$ cat config.mk
export PLATFORM = sky130hd
export DESIGN_NAME = conv_controller
export DESIGN_NICKNAME = d
export VERILOG_FILES = /design/src/hw/conv_ctrl_pkg.sv /design/src/hw/conv_config_loader.sv /design/src/hw/conv_buffer_tracker.sv /design/src/hw/conv_loop_sequencer.sv /design/src/hw/conv_controller.sv
export SDC_FILE = /design/constraint.sdc
export NUM_CORES = 2
export LEC_CHECK = 0
export BUFFER_PORTS_ARGS = -buffer_cell sky130_fd_sc_hd__clkbuf_2
export CAP_MARGIN = 20
export CORE_ASPECT_RATIO = 1.75
export CORE_MARGIN = 10
export CORE_UTILIZATION = 35
export DETAILED_ROUTE_END_ITERATION = 7
export SYNTH_ARGS = -nofsm -noshare
export SYNTH_HDL_FRONTEND = slang
export SYNTH_HIERARCHICAL = 1
export SYNTH_SLANG_ARGS = --single-unit
$ cat constraint.sdc
create_clock -name clk -period 11.6 [get_ports clk]
set_input_delay 1.16 -clock clk [delete_from_list [all_inputs] [get_ports clk]]
set_output_delay 1.16 -clock clk [all_outputs]
set_load 0.005 [all_outputs]
$ cat src/hw/conv_ctrl_pkg.sv
// convolution controller package with field widths, the configuration map and FSM codes
`default_nettype none

package conv_ctrl_pkg;

  // -------------------------------------------------------------------
  // widths
  // -------------------------------------------------------------------

  // the parameter FIFO carries one address byte above one data byte
  localparam int cfg_addr_width = 8;
  localparam int cfg_data_width = 8;
  localparam int fifo_word_width = cfg_addr_width + cfg_data_width;

  // maximum addresses of the weight and ifmap banks
  // the tracker widens its fill counters by one bit so that max+1 fits
  localparam int buf_addr_width = 16;

  // loop counter, oc1 count and the total inner-loop count
  localparam int count_width = 32;

  // -------------------------------------------------------------------
  // configuration address map
  // -------------------------------------------------------------------

  // each field is little-endian, so the lowest slot holds the low byte
  localparam int cfg_weight_max_lo = 0;
  localparam int cfg_ifmap_max_lo = 2;
  localparam int cfg_oc1_lo = 4;

  // total is ic1*fy*fx*oy0*ox0 and tile is oy0*ox0
  localparam int cfg_total_lo = 8;
  localparam int cfg_tile_lo = 12;

  // a word at this address ends the configuration stream
  localparam int cfg_last_addr = 16;
  localparam int cfg_slots = 16;

  // -------------------------------------------------------------------
  // sequencer FSM state codes
  // -------------------------------------------------------------------

  localparam int state_width = 2;
  localparam logic [state_width-1:0] st_wait = 2'd0;
  localparam logic [state_width-1:0] st_fill = 2'd1;
  localparam logic [state_width-1:0] st_inner = 2'd2;
  localparam logic [state_width-1:0] st_next = 2'd3;

endpackage

`default_nettype wire

$ cat src/hw/conv_config_loader.sv
// configuration loader that dequeues address/data words and holds the layer fields
`default_nettype none

module conv_config_loader import conv_ctrl_pkg::*; (
  input  logic                       clk,
  input  logic                       rst_n,
  input  logic [fifo_word_width-1:0] params_fifo_dout,
  input  logic                       params_fifo_empty_n,
  output logic                       params_fifo_deq,
  output logic                       config_en,
  output logic                       cfg_done,
  output logic [buf_addr_width-1:0]  weight_max,
  output logic [buf_addr_width-1:0]  ifmap_max,
  output logic [count_width-1:0]     oc1_count,
  output logic [count_width-1:0]     total_count,
  output logic [count_width-1:0]     tile_count
);

  // fields of the word at the head of the FIFO
  logic [cfg_addr_width-1:0] cfg_addr;
  logic [cfg_data_width-1:0] cfg_data;

  // one byte register per configuration slot
  logic [cfg_data_width-1:0] cfg_r [cfg_slots];

  logic slot_wr;
  logic marker_seen;

  assign cfg_addr = params_fifo_dout[fifo_word_width-1:cfg_data_width];
  assign cfg_data = params_fifo_dout[cfg_data_width-1:0];

  // words are taken whenever the FIFO has data, until the end marker
  // has gone by, after which the FIFO is left alone
  assign params_fifo_deq = params_fifo_empty_n && !cfg_done;

  assign marker_seen = params_fifo_deq && (cfg_addr == cfg_addr_width'(cfg_last_addr));

  // addresses outside the slot range, other than the marker, are dropped
  assign slot_wr = params_fifo_deq && (cfg_addr < cfg_addr_width'(cfg_slots));

  // -------------------------------------------------------------------
  // configuration byte storage
  // -------------------------------------------------------------------

  always_ff @(posedge clk) begin
    if (slot_wr) begin
      cfg_r[cfg_addr[$clog2(cfg_slots)-1:0]] <= cfg_data;
    end
  end

  // -------------------------------------------------------------------
  // completion
  // -------------------------------------------------------------------

  // cfg_done stays high for the rest of the run; config_en is the single
  // cycle in which it first rises
  always_ff @(posedge clk) begin
    if (rst_n) begin
      cfg_done <= 1'b0;
      config_en <= 1'b0;
    end else begin
      config_en <= marker_seen;
      if (marker_seen) begin
        cfg_done <= 1'b1;
      end
    end
  end

  // fields are assembled from their byte slots, low byte first
  assign weight_max = {cfg_r[cfg_weight_max_lo + 1], cfg_r[cfg_weight_max_lo]};
  assign ifmap_max = {cfg_r[cfg_ifmap_max_lo + 1], cfg_r[cfg_ifmap_max_lo]};
  assign oc1_count = {cfg_r[cfg_oc1_lo + 3], cfg_r[cfg_oc1_lo + 2],
                      cfg_r[cfg_oc1_lo + 1], cfg_r[cfg_oc1_lo]};
  assign total_count = {cfg_r[cfg_total_lo + 3], cfg_r[cfg_total_lo + 2],
                        cfg_r[cfg_total_lo + 1], cfg_r[cfg_total_lo]};
  assign tile_count = {cfg_r[cfg_tile_lo + 3], cfg_r[cfg_tile_lo + 2],
                       cfg_r[cfg_tile_lo + 1], cfg_r[cfg_tile_lo]};

endmodule

`default_nettype wire

$ cat src/hw/conv_buffer_tracker.sv
// double buffer tracker counting weight and ifmap fill and ofmap drain, with full/empty flags
`default_nettype none

module conv_buffer_tracker import conv_ctrl_pkg::*; (
  input  logic                      clk,
  input  logic                      rst_n,
  input  logic                      cfg_done,
  input  logic [buf_addr_width-1:0] weight_max,
  input  logic [buf_addr_width-1:0] ifmap_max,
  input  logic [count_width-1:0]    tile_count,
  input  logic                      weight_wen,
  input  logic                      ifmap_wen,
  input  logic                      ofmap_wb_ren,
  input  logic                      weight_switch_banks,
  input  logic                      ifmap_switch_banks,
  input  logic                      ofmap_switch_banks,
  output logic                      weight_db_full_n,
  output logic                      ifmap_db_full_n,
  output logic                      ofmap_db_empty_n
);

  // fill counters are one bit wider so they can hold max+1
  logic [buf_addr_width:0] weight_fill_r;
  logic [buf_addr_width:0] ifmap_fill_r;

  // ofmap entries still to be read out of the accumulation bank
  logic [count_width-1:0] ofmap_drain_r;

  logic weight_accept;
  logic ifmap_accept;
  logic drain_pending;

  // -------------------------------------------------------------------
  // weight and ifmap fill
  // -------------------------------------------------------------------

  // a bank accepts writes only once the layer is configured and while
  // its counter has not passed the last address
  assign weight_db_full_n = cfg_done && (weight_fill_r <= {1'b0, weight_max});
  assign ifmap_db_full_n = cfg_done && (ifmap_fill_r <= {1'b0, ifmap_max});

  // writes seen while the flag is low are simply not counted
  assign weight_accept = weight_wen && weight_db_full_n;
  assign ifmap_accept = ifmap_wen && ifmap_db_full_n;

  always_ff @(posedge clk) begin
    if (rst_n) begin
      weight_fill_r <= '0;
    end else if (weight_switch_banks) begin
      // the filled bank moves to the array side and the other one is empty
      weight_fill_r <= '0;
    end else if (weight_accept) begin
      weight_fill_r <= weight_fill_r + 1'b1;
    end
  end

  always_ff @(posedge clk) begin
    if (rst_n) begin
      ifmap_fill_r <= '0;
    end else if (ifmap_switch_banks) begin
      ifmap_fill_r <= '0;
    end else if (ifmap_accept) begin
      ifmap_fill_r <= ifmap_fill_r + 1'b1;
    end
  end

  // -------------------------------------------------------------------
  // ofmap drain
  // -------------------------------------------------------------------

  assign drain_pending = (ofmap_drain_r != '0);

  // an ofmap switch hands a finished tile of oy0*ox0 entries to the
  // reader, and each read while entries remain takes one away
  always_ff @(posedge clk) begin
    if (rst_n) begin
      ofmap_drain_r <= '0;
    end else if (ofmap_switch_banks) begin
      ofmap_drain_r <= tile_count;
    end else if (ofmap_wb_ren && drain_pending) begin
      ofmap_drain_r <= ofmap_drain_r - 1'b1;
    end
  end

  // the empty flag is held low through the switch cycle so the reader
  // never sees the old bank marked as readable
  always_ff @(posedge clk) begin
    if (rst_n) begin
      ofmap_db_empty_n <= 1'b0;
    end else begin
      ofmap_db_empty_n <= drain_pending && !ofmap_switch_banks;
    end
  end

endmodule

`default_nettype wire

$ cat src/hw/conv_loop_sequencer.sv
// loop sequencer FSM running the initial fill, the inner-loop enables and the oc1 bank switches
`default_nettype none

module conv_loop_sequencer import conv_ctrl_pkg::*; #(
  parameter int array_height = 4
) (
  input  logic                   clk,
  input  logic                   rst_n,
  input  logic                   cfg_done,
  input  logic [count_width-1:0] oc1_count,
  input  logic [count_width-1:0] total_count,
  input  logic [count_width-1:0] tile_count,
  input  logic                   weight_db_full_n,
  input  logic                   ifmap_db_full_n,
  input  logic                   ofmap_db_empty_n,
  output logic                   weight_switch_banks,
  output logic                   ifmap_switch_banks,
  output logic                   ofmap_switch_banks,
  output logic                   weight_ren,
  output logic                   ifmap_ren,
  output logic                   systolic_array_en,
  output logic                   ofmap_wen
);

  // a weight read burst loads one row per cycle into the array
  localparam logic [count_width-1:0] weight_burst = count_width'(array_height);

  // the array plus its output skew delays results by twice its height
  localparam logic [count_width-1:0] pipe_depth = count_width'(2 * array_height);

  logic [state_width-1:0] state_r;

  // loop_r counts every cycle of the inner pass
  logic [count_width-1:0] loop_r;

  // ic1_r counts finished oy0*ox0 tiles, that is ic1*fy*fx positions
  logic [count_width-1:0] ic1_r;

  // oc1_r selects which output-channel block the pass is computing
  logic [count_width-1:0] oc1_r;

  logic [count_width-1:0] ic1_base;
  logic                   tile_end;
  logic                   oc1_last;
  logic                   pass_done;

  // cycle at which the current tile of partial sums started
  assign ic1_base = ic1_r * tile_count;
  assign tile_end = (loop_r == ic1_base + tile_count - 1'b1);

  // the ifmap tile is reused across all oc1 blocks and is only replaced
  // after the last one
  assign oc1_last = (oc1_r == oc1_count - 1'b1);

  // the pass may end only when the next weight tile is in, the array has
  // drained, the previous ofmap tile has been read out and every cycle
  // of the schedule has run; on the last oc1 block the next ifmap tile
  // must also be present
  assign pass_done = !weight_db_full_n && !systolic_array_en && !ofmap_db_empty_n &&
                     (loop_r >= total_count) && (!oc1_last || !ifmap_db_full_n);

  // -------------------------------------------------------------------
  // FSM, loop counters and bank switches
  // -------------------------------------------------------------------

  always_ff @(posedge clk) begin
    if (rst_n) begin
      state_r <= st_wait;
      loop_r <= '0;
      ic1_r <= '0;
      oc1_r <= '0;
      weight_switch_banks <= 1'b0;
      ifmap_switch_banks <= 1'b0;
      ofmap_switch_banks <= 1'b0;
    end else begin
      // switch strobes last one cycle unless set again below
      weight_switch_banks <= 1'b0;
      ifmap_switch_banks <= 1'b0;
      ofmap_switch_banks <= 1'b0;

      case (state_r)
        st_wait: begin
          // nothing moves until the loader has the whole layer
          if (cfg_done) begin
            state_r <= st_fill;
          end
        end

        st_fill: begin
          // first weight and ifmap tiles go in before any compute starts
          if (!weight_db_full_n && !ifmap_db_full_n) begin
            weight_switch_banks <= 1'b1;
            ifmap_switch_banks <= 1'b1;
            loop_r <= '0;
            ic1_r <= '0;
            state_r <= st_inner;
          end
        end

        st_inner: begin
          loop_r <= loop_r + 1'b1;
          if (tile_end) begin
            ic1_r <= ic1_r + 1'b1;
          end
          if (pass_done) begin
            state_r <= st_next;
          end
        end

        st_next: begin
          // one ofmap block is complete, so swap weights and ofmap banks
          weight_switch_banks <= 1'b1;
          ofmap_switch_banks <= 1'b1;
          if (oc1_last) begin
            ifmap_switch_banks <= 1'b1;
            oc1_r <= '0;
          end else begin
            oc1_r <= oc1_r + 1'b1;
          end
          loop_r <= '0;
          ic1_r <= '0;
          state_r <= st_inner;
        end

        default: begin
          state_r <= st_wait;
        end
      endcase
    end
  end

  // -------------------------------------------------------------------
  // inner-loop read and enable windows
  // -------------------------------------------------------------------

  // every window is decoded from loop_r and registered, so each output
  // rises one cycle after its count is reached
  always_ff @(posedge clk) begin
    if (rst_n) begin
      weight_ren <= 1'b0;
      ifmap_ren <= 1'b0;
      systolic_array_en <= 1'b0;
      ofmap_wen <= 1'b0;
    end else if (state_r == st_inner) begin
      // a burst of array_height weight reads at the start of each tile
      weight_ren <= (loop_r >= ic1_base) && (loop_r < ic1_base + weight_burst) &&
                    (ic1_base < total_count);
      // ifmap reads trail the first weight read by one cycle
      ifmap_ren <= (loop_r >= count_width'(1)) && (loop_r <= total_count);
      // the array runs once operands arrive and keeps going to flush
      systolic_array_en <= (loop_r >= count_width'(2)) &&
                           (loop_r <= total_count + pipe_depth);
      // results leave the skew registers pipe_depth cycles late
      ofmap_wen <= (loop_r > pipe_depth) && (loop_r <= total_count + pipe_depth);
    end else begin
      weight_ren <= 1'b0;
      ifmap_ren <= 1'b0;
      systolic_array_en <= 1'b0;
      ofmap_wen <= 1'b0;
    end
  end

endmodule

`default_nettype wire

$ cat src/hw/conv_controller.sv
// convolution controller top joining the config loader, buffer tracker and loop sequencer
`default_nettype none

module conv_controller import conv_ctrl_pkg::*; #(
  parameter int array_height = 4
) (
  input  logic                       clk,
  input  logic                       rst_n,
  input  logic [fifo_word_width-1:0] params_fifo_dout,
  input  logic                       params_fifo_empty_n,
  output logic                       params_fifo_deq,
  output logic                       config_en,
  input  logic                       weight_wen,
  input  logic                       ifmap_wen,
  input  logic                       ofmap_wb_ren,
  output logic                       weight_db_full_n,
  output logic                       ifmap_db_full_n,
  output logic                       ofmap_db_empty_n,
  output logic                       weight_switch_banks,
  output logic                       ifmap_switch_banks,
  output logic                       ofmap_switch_banks,
  output logic                       weight_ren,
  output logic                       ifmap_ren,
  output logic                       systolic_array_en,
  output logic                       ofmap_wen
);

  // -------------------------------------------------------------------
  // layer configuration shared by the tracker and the sequencer
  // -------------------------------------------------------------------

  logic                      cfg_done;
  logic [buf_addr_width-1:0] weight_max;
  logic [buf_addr_width-1:0] ifmap_max;
  logic [count_width-1:0]    oc1_count;
  logic [count_width-1:0]    total_count;
  logic [count_width-1:0]    tile_count;

  // reads the parameter FIFO until the end marker
  conv_config_loader u_loader (
    .clk                 (clk),
    .rst_n               (rst_n),
    .params_fifo_dout    (params_fifo_dout),
    .params_fifo_empty_n (params_fifo_empty_n),
    .params_fifo_deq     (params_fifo_deq),
    .config_en           (config_en),
    .cfg_done            (cfg_done),
    .weight_max          (weight_max),
    .ifmap_max           (ifmap_max),
    .oc1_count           (oc1_count),
    .total_count         (total_count),
    .tile_count          (tile_count)
  );

  // turns the switch strobes back into fill and drain state
  conv_buffer_tracker u_tracker (
    .clk                 (clk),
    .rst_n               (rst_n),
    .cfg_done            (cfg_done),
    .weight_max          (weight_max),
    .ifmap_max           (ifmap_max),
    .tile_count          (tile_count),
    .weight_wen          (weight_wen),
    .ifmap_wen           (ifmap_wen),
    .ofmap_wb_ren        (ofmap_wb_ren),
    .weight_switch_banks (weight_switch_banks),
    .ifmap_switch_banks  (ifmap_switch_banks),
    .ofmap_switch_banks  (ofmap_switch_banks),
    .weight_db_full_n    (weight_db_full_n),
    .ifmap_db_full_n     (ifmap_db_full_n),
    .ofmap_db_empty_n    (ofmap_db_empty_n)
  );

  // waits on the flags and schedules the array
  conv_loop_sequencer #(
    .array_height (array_height)
  ) u_sequencer (
    .clk                 (clk),
    .rst_n               (rst_n),
    .cfg_done            (cfg_done),
    .oc1_count           (oc1_count),
    .total_count         (total_count),
    .tile_count          (tile_count),
    .weight_db_full_n    (weight_db_full_n),
    .ifmap_db_full_n     (ifmap_db_full_n),
    .ofmap_db_empty_n    (ofmap_db_empty_n),
    .weight_switch_banks (weight_switch_banks),
    .ifmap_switch_banks  (ifmap_switch_banks),
    .ofmap_switch_banks  (ofmap_switch_banks),
    .weight_ren          (weight_ren),
    .ifmap_ren           (ifmap_ren),
    .systolic_array_en   (systolic_array_en),
    .ofmap_wen           (ofmap_wen)
  );

endmodule

`default_nettype wire

# After elaboration in Yosys (flattened, before gate mapping)
# Memories as Yosys holds them, arrays and structs flattened.
# Index checks and enable logic that the tools add are counted.
word_totals:
  register_bits: 174
  mem_bits_rw: 128
  in_bits: 22
  out_inout_bits: 12
  word_cells: 108
  mem_count: 1
memory_table:
  columns: ["name", "words", "width", "read_ports", "rd_clocked_by_memory_dff", "wr", "line", "text"]
  rows:
  - ["u_loader.cfg_r", 16, 8, 16, 0, 1, "conv_config_loader.sv:24", "logic [cfg_data_width-1:0] cfg_r [cfg_slots];"]
op_classes:
  addsub: 11
  multipliers: 1
  n_lt_le_gt_ge: 12
  eq_ne: 10
  muxes: 18
  n_bitwise: 1
  reduce_logical: 37
ops:
  columns: ["op", "n"]
  rows:
  - ["$pmux W32 S3", 2]
  - ["$mux W32", 5]
  - ["$add A32 B1 Y32 const B", 3]
  - ["$sub A32 B1 Y32 const B", 3]
  - ["$eq A32 B32 Y1", 2]
  - ["$ge A32 B32 Y1", 2]
  - ["$le A32 B32 Y1", 2]
  - ["$lt A32 B32 Y1", 2]
  - ["$add A17 B1 Y17 const B", 2]
  - ["$le A17 B16 Y1", 2]
  - ["$add A32 B3 Y32 const B", 1]
  - ["$add A32 B32 Y32", 1]
  - ["$add A32 B4 Y32 const B", 1]
  - ["$ge A32 B1 Y1 const B", 1]
  - ["$ge A32 B2 Y1 const B", 1]
  - ["$gt A32 B4 Y1 const B", 1]
  - ["$mul A32 B32 Y32", 1]
  - ["$reduce_bool A32 Y1", 1]
  - ["$logic_and A1 B1 Y1", 19]
  - ["$eq A8 B5 Y1 const B", 1]
  - ["$lt A8 B5 Y1 const B", 1]
  - ["$pmux W2 S4", 1]
  - ["$logic_not A1 Y1", 7]
  - ["$mux W2", 3]
  - ["other kinds (14)", 25]

# Longest topological paths before layout
depth:
  ltp_word: 9
  ltp_mapped: 44
  ltp_nobuf: 41

# Cells and area by module
# Netlist, hierarchy kept.
modules_own_cells:
  columns: ["module", "instances", "cells_per_inst", "area_per_inst_um2"]
  rows:
  - ["conv_loop_sequencer", 1, 3601, 29044.1]
  - ["conv_buffer_tracker", 1, 540, 4424.2]
  - ["conv_config_loader", 1, 167, 4132.7]

# Worst setup path before layout
# No wires, ideal clock.
synth_path:
  path_type: "reg2reg"
  start: "register u_sequencer.ic1_r[6]"
  end: "register u_sequencer.ic1_r[11]"
  setup_ns: 0.074
  arrival_ns: 10.745
  setup_slack_ns: 0.780
  path_stages_with_launch: 42
  path_buffers: 4
  period_less_slack_ns: 10.820
  path_cell_list: "dfxtp_1 -> clkbuf_1 -> clkbuf_1 -> and2_1 -> fa_1 -> fa_1 -> inv_1 -> fa_1 -> fa_1 -> inv_1 -> ha_1 -> ha_1 -> fa_1 -> inv_1 -> fa_1 -> inv_1 -> ha_1 -> and3_1 -> [6 not listed] -> o21ai_1 -> inv_1 -> ha_1 -> inv_1 -> ha_1 -> buf_2 -> a21oi_1 -> o22ai_1 -> or4_1 -> nor4_1 -> nand4_1 -> a311o_1 -> nor4_2 -> nand4_2 -> or2_1 -> buf_6 -> or4_1 -> a31oi_1"
synth_between:
  elab_chain_cells: 6
  elab_cells_between_ends: 9
synth_lines:
  columns: ["element", "line", "text"]
  rows:
  - ["start: declaration", "conv_loop_sequencer.sv:37", "logic [count_width-1:0] ic1_r;"]
  - ["start signal: assignment", "conv_loop_sequencer.sv:103", "ic1_r <= ic1_r + 1'b1;"]
  - ["$mul A32 B32 Y32", "conv_loop_sequencer.sv:48", "assign ic1_base = ic1_r * tile_count;"]
  - ["$add A32 B32 Y32", "conv_loop_sequencer.sv:49", "assign tile_end = (loop_r == ic1_base + tile_count - 1'b1);"]
  - ["$sub A32 B1 Y32", "conv_loop_sequencer.sv:49", null]
  - ["$eq A32 B32 Y1", "conv_loop_sequencer.sv:49", null]
  - ["$ne A2 B1 Y1 (no source line)", null, null]
  - ["$reduce_and A3 Y1 (no source line)", null, null]
# Several ways; a longest one is shown, not always the timed one. The select of a mux whose other input is x is not followed.
# A chain may end at the register's enable or synchronous reset.

==> impl_metrics.tcl <==
set metrics [dict create \
    fin_setup_tns_ns 0 \
    grt_pass1_vias 32695 \
    gp_congestion 1.03 \
    grt_max_degree 50 \
    fin_crit_ns 11.16 \
    finalMaxSlewViolations 0 \
    hold_end "u_tracker/ifmap_fill_r[16]" \
    layout.cells.non_filler 5734 \
    dr.first_iter.drc_count 1504 \
    synth_cells 4308 \
    r2r-end "u_sequencer/ic1_r[11]" \
    nets 5133 \
    route.detailed.drc 0 \
    layout-drive-gt1-share 0.0722 \
    antenna_found_initial 6 \
    vias 30593 \
    synth_edf_count 128 \
    yosysMostFrequentCell "inv_1" \
    synth.cell_area_um2 37600 \
    ctsHoldBuffers 0 \
    dp.cells 5667 \
    synth_cell_types 98 \
    cts_tree "yes" \
    wl_per_cell_um 21.9 \
    synth_top_area_share 0.218 \
    yosysWarnings 6 \
    area_growth_syn_to_layout_pct 9.18 \
    power_density_nw_per_um2 67.5 \
    drv_cap 0 \
    fin_ws_ns 0.438 \
    grt_overflow_total 0 \
    pre_cts_ws_ns 0.160 \
    core_area_um2 107000 \
    synth_top_area_cell "fa_1" \
    cts_buffers 29 \
    ios 34 \
    ys_ff_latch 302 \
    cpPeakStageDelay_ns 0.56 \
    slowest_stage "fa_1" \
    crit_required_ns 12.17 \
    hold_class "flop to flop" \
    r2r_start "u_loader/cfg_r[12][4]" \
    yosys_most_used_dff "dfxtp_1" \
    cpMostUsedCell "fa_1" \
    portBuffers 33 \
    clk_pin_slew_ns 0.07 \
    die_h_um 454 \
    r2r_slack_ns 0.44 \
    yosysSeqAreaShare 0.195 \
    critPathKind "flop to flop" \
    drt_pass1_iterations 5 \
    hpwlAfterDp_um 101000 \
    wl_um 126000 \
    crit_arrival_ns 11.73 \
    synth.net_count 5103 \
    crit_path_end_kind "flop" \
    tightest_slew_ns 1.16 \
    startpoint_type "flop" \
    cts.sinks 302 \
    setup_viol_count_final 0 \
    max_freq_mhz 89.6 \
    rr_worst_depth 38 \
    holdPathStages 2 \
    fp-row-count 159 \
    finalCritPeriodShare 0.962 \
    synthTopCellsByArea "fa_1 22%, ha_1 12%, edfxtp_1 10%" \
    total_power_mw 2.77 \
    cts.path.max_buffers 3 \
    hold_viol_final 0 \
    worstHoldStart "u_tracker/ifmap_fill_r[16]" \
    cts-htree-levels 1 \
    via_per_inst 5.34 \
    status "finished clean" \
    cts_root_buf "clkbuf_16" \
    grt_pass1_wl_um 192000 \
    max_slew_margin 0.224 \
    synth_common_cells "664 x inv_1, 444 x nand2_1, 409 x fa_1" \
    dieArea_um2 121000 \
    synthArstFlopShare 0 \
    fin_worst_skew_ns 0.0314 \
    clkLatencyLatePin_ns 0.65 \
    initial_core_util 0.351 \
    vdd_ir_drop_max_mv 0.130 \
    ant_nets 0 \
    critPathMaxFanout 14 \
    fp.dieW_um 268 \
    grtUsageTotal 0.207 \
    synth.avg_cell_area_um2 8.73 \
    leakage_nw 18.6 \
]
## cell families after synthesis
family | synth area share
multiplexers | 0.00675
adder cells (fa/ha/maj) | 0.340
buffers and inverters | 0.0869
AO/OA/AOI/OAI | 0.0951
flip-flops | 0.195
AND/OR/NAND/NOR | 0.199
XOR/XNOR | 0.0781
## through the flow
step,hold slack (ns),utilization,area (µm²)
after floorplan,0.454,-,37600
after global placement,0.480,0.372,39900
after detailed placement,0.491,0.372,39900
after CTS,0.500,0.382,40900
after global routing,0.521,0.383,41000
final,0.500,0.384,41100
## timing repair
item	in CTS	in global routing
hold endpoints to repair	0	0
endpoints found under the setup margin	0	33
resized for setup	0	25
buffers inserted	0	8
## final cells by class
type                       count  area (µm²)
multi-input combinational   3150       27100
clock inverter                17         174
fill                       10932       66000
sequential                   302        7330
antenna                        5        12.5
inverter                     667        2510
clock buffer                  37         838
tap                         1368        1710
timing repair buffer         188        1350
## sequential cells by signal (all words and copies together), names as in the netlist, 2 cells and up
register                 flops
u_loader/cfg_r             128
u_tracker/ifmap_fill_r      17
u_sequencer/ic1_r           32
u_sequencer/oc1_r           32
u_tracker/weight_fill_r     17
u_tracker/ofmap_drain_r     32
u_sequencer/loop_r          32
u_sequencer/state_r          2
## worst max path at each step
stage / startpoint / to / slack (ns) / cells past startpoint
2_1_floorplan: u_sequencer/ic1_r[6] / u_sequencer/ic1_r[11] / 0.78 / 41
3_3_place_gp: u_loader/cfg_r[12][2] / u_sequencer/ic1_r[9] / 0.16 / 41
3_5_place_dp: u_loader/cfg_r[12][2] / u_sequencer/ic1_r[11] / 0.16 / 41
4_1_cts: u_loader/cfg_r[12][2] / u_sequencer/ic1_r[11] / 0.09 / 41
5_1_grt: u_loader/cfg_r[12][4] / u_sequencer/ic1_r[7] / -0.03 / 37
6_report: u_loader/cfg_r[12][4] / u_sequencer/ic1_r[11] / 0.44 / 38
## worst max-delay path, delay by kind of cell, from the launching register on
| kind | cells | cell delay, ns |
|---|---|---|
| AOI/OAI and AO/OA | 8 | 1.62 |
| and+or+nand+nor | 10 | 2.77 |
| DFF | 1 | 0.52 |
| xor gates and xnor gates | 3 | 0.50 |
| buffers and inverters | 7 | 0.71 |
| adders and majority gates | 10 | 4.92 |
## routing by layer
metal | part of all wire | global-route usage | vias up
met2 | 0.55 | 0.406 | 812
met5 | 0 | 0 | -
met1 | 0.33 | 0.195 | 15236
met4 | 0.081 | 0.150 | 0
li1 | - | - | 14177
met3 | 0.033 | 0.0205 | 368
## cells in the final DEF, fill, tap and decap left out, types with 17 or more instances in the layout
| cell | Yosys | routed |
|---|---|---|
| nand2b_1 | 27 | 27 |
| nand4_1 | 69 | 69 |
| ha_1 | 364 | 362 |
| nor2_1 | 283 | 283 |
| fa_1 | 409 | 409 |
| xnor2_1 | 252 | 251 |
| nor4_1 | 60 | 58 |
| a211oi_1 | 29 | 27 |
| nor3_1 | 52 | 52 |
| and2_1 | 255 | 255 |
| mux2i_1 | 22 | 22 |
| clkbuf_2 | 2 | 32 |
| o21ai_0 | 89 | 87 |
| o21a_1 | 17 | 17 |
| xor2_1 | 79 | 79 |
| inv_1 | 664 | 663 |
| a21o_1 | 69 | 69 |
| edfxtp_1 | 128 | 128 |
| nand3_1 | 116 | 116 |
| a21oi_1 | 146 | 144 |
| nand2_1 | 444 | 444 |
| a31oi_1 | 27 | 25 |
| and3_1 | 51 | 51 |
| clkbuf_16 | 0 | 31 |
| nor2b_1 | 20 | 19 |
| dfxtp_1 | 174 | 172 |
| a311oi_1 | 20 | 19 |
| buf_4 | 3 | 154 |
## report_power, final
| group | total, mW | leakage, nW | internal (mW) | switching, mW |
|---|---|---|---|---|
| combinational | 0.511 | 15.6 | 0.224 | 0.287 |
| clock | 1.05 | 0.499 | 0.564 | 0.491 |
| sequential | 1.21 | 2.56 | 1.16 | 0.0494 |
Note: power is estimated with default switching activity, not from simulation.
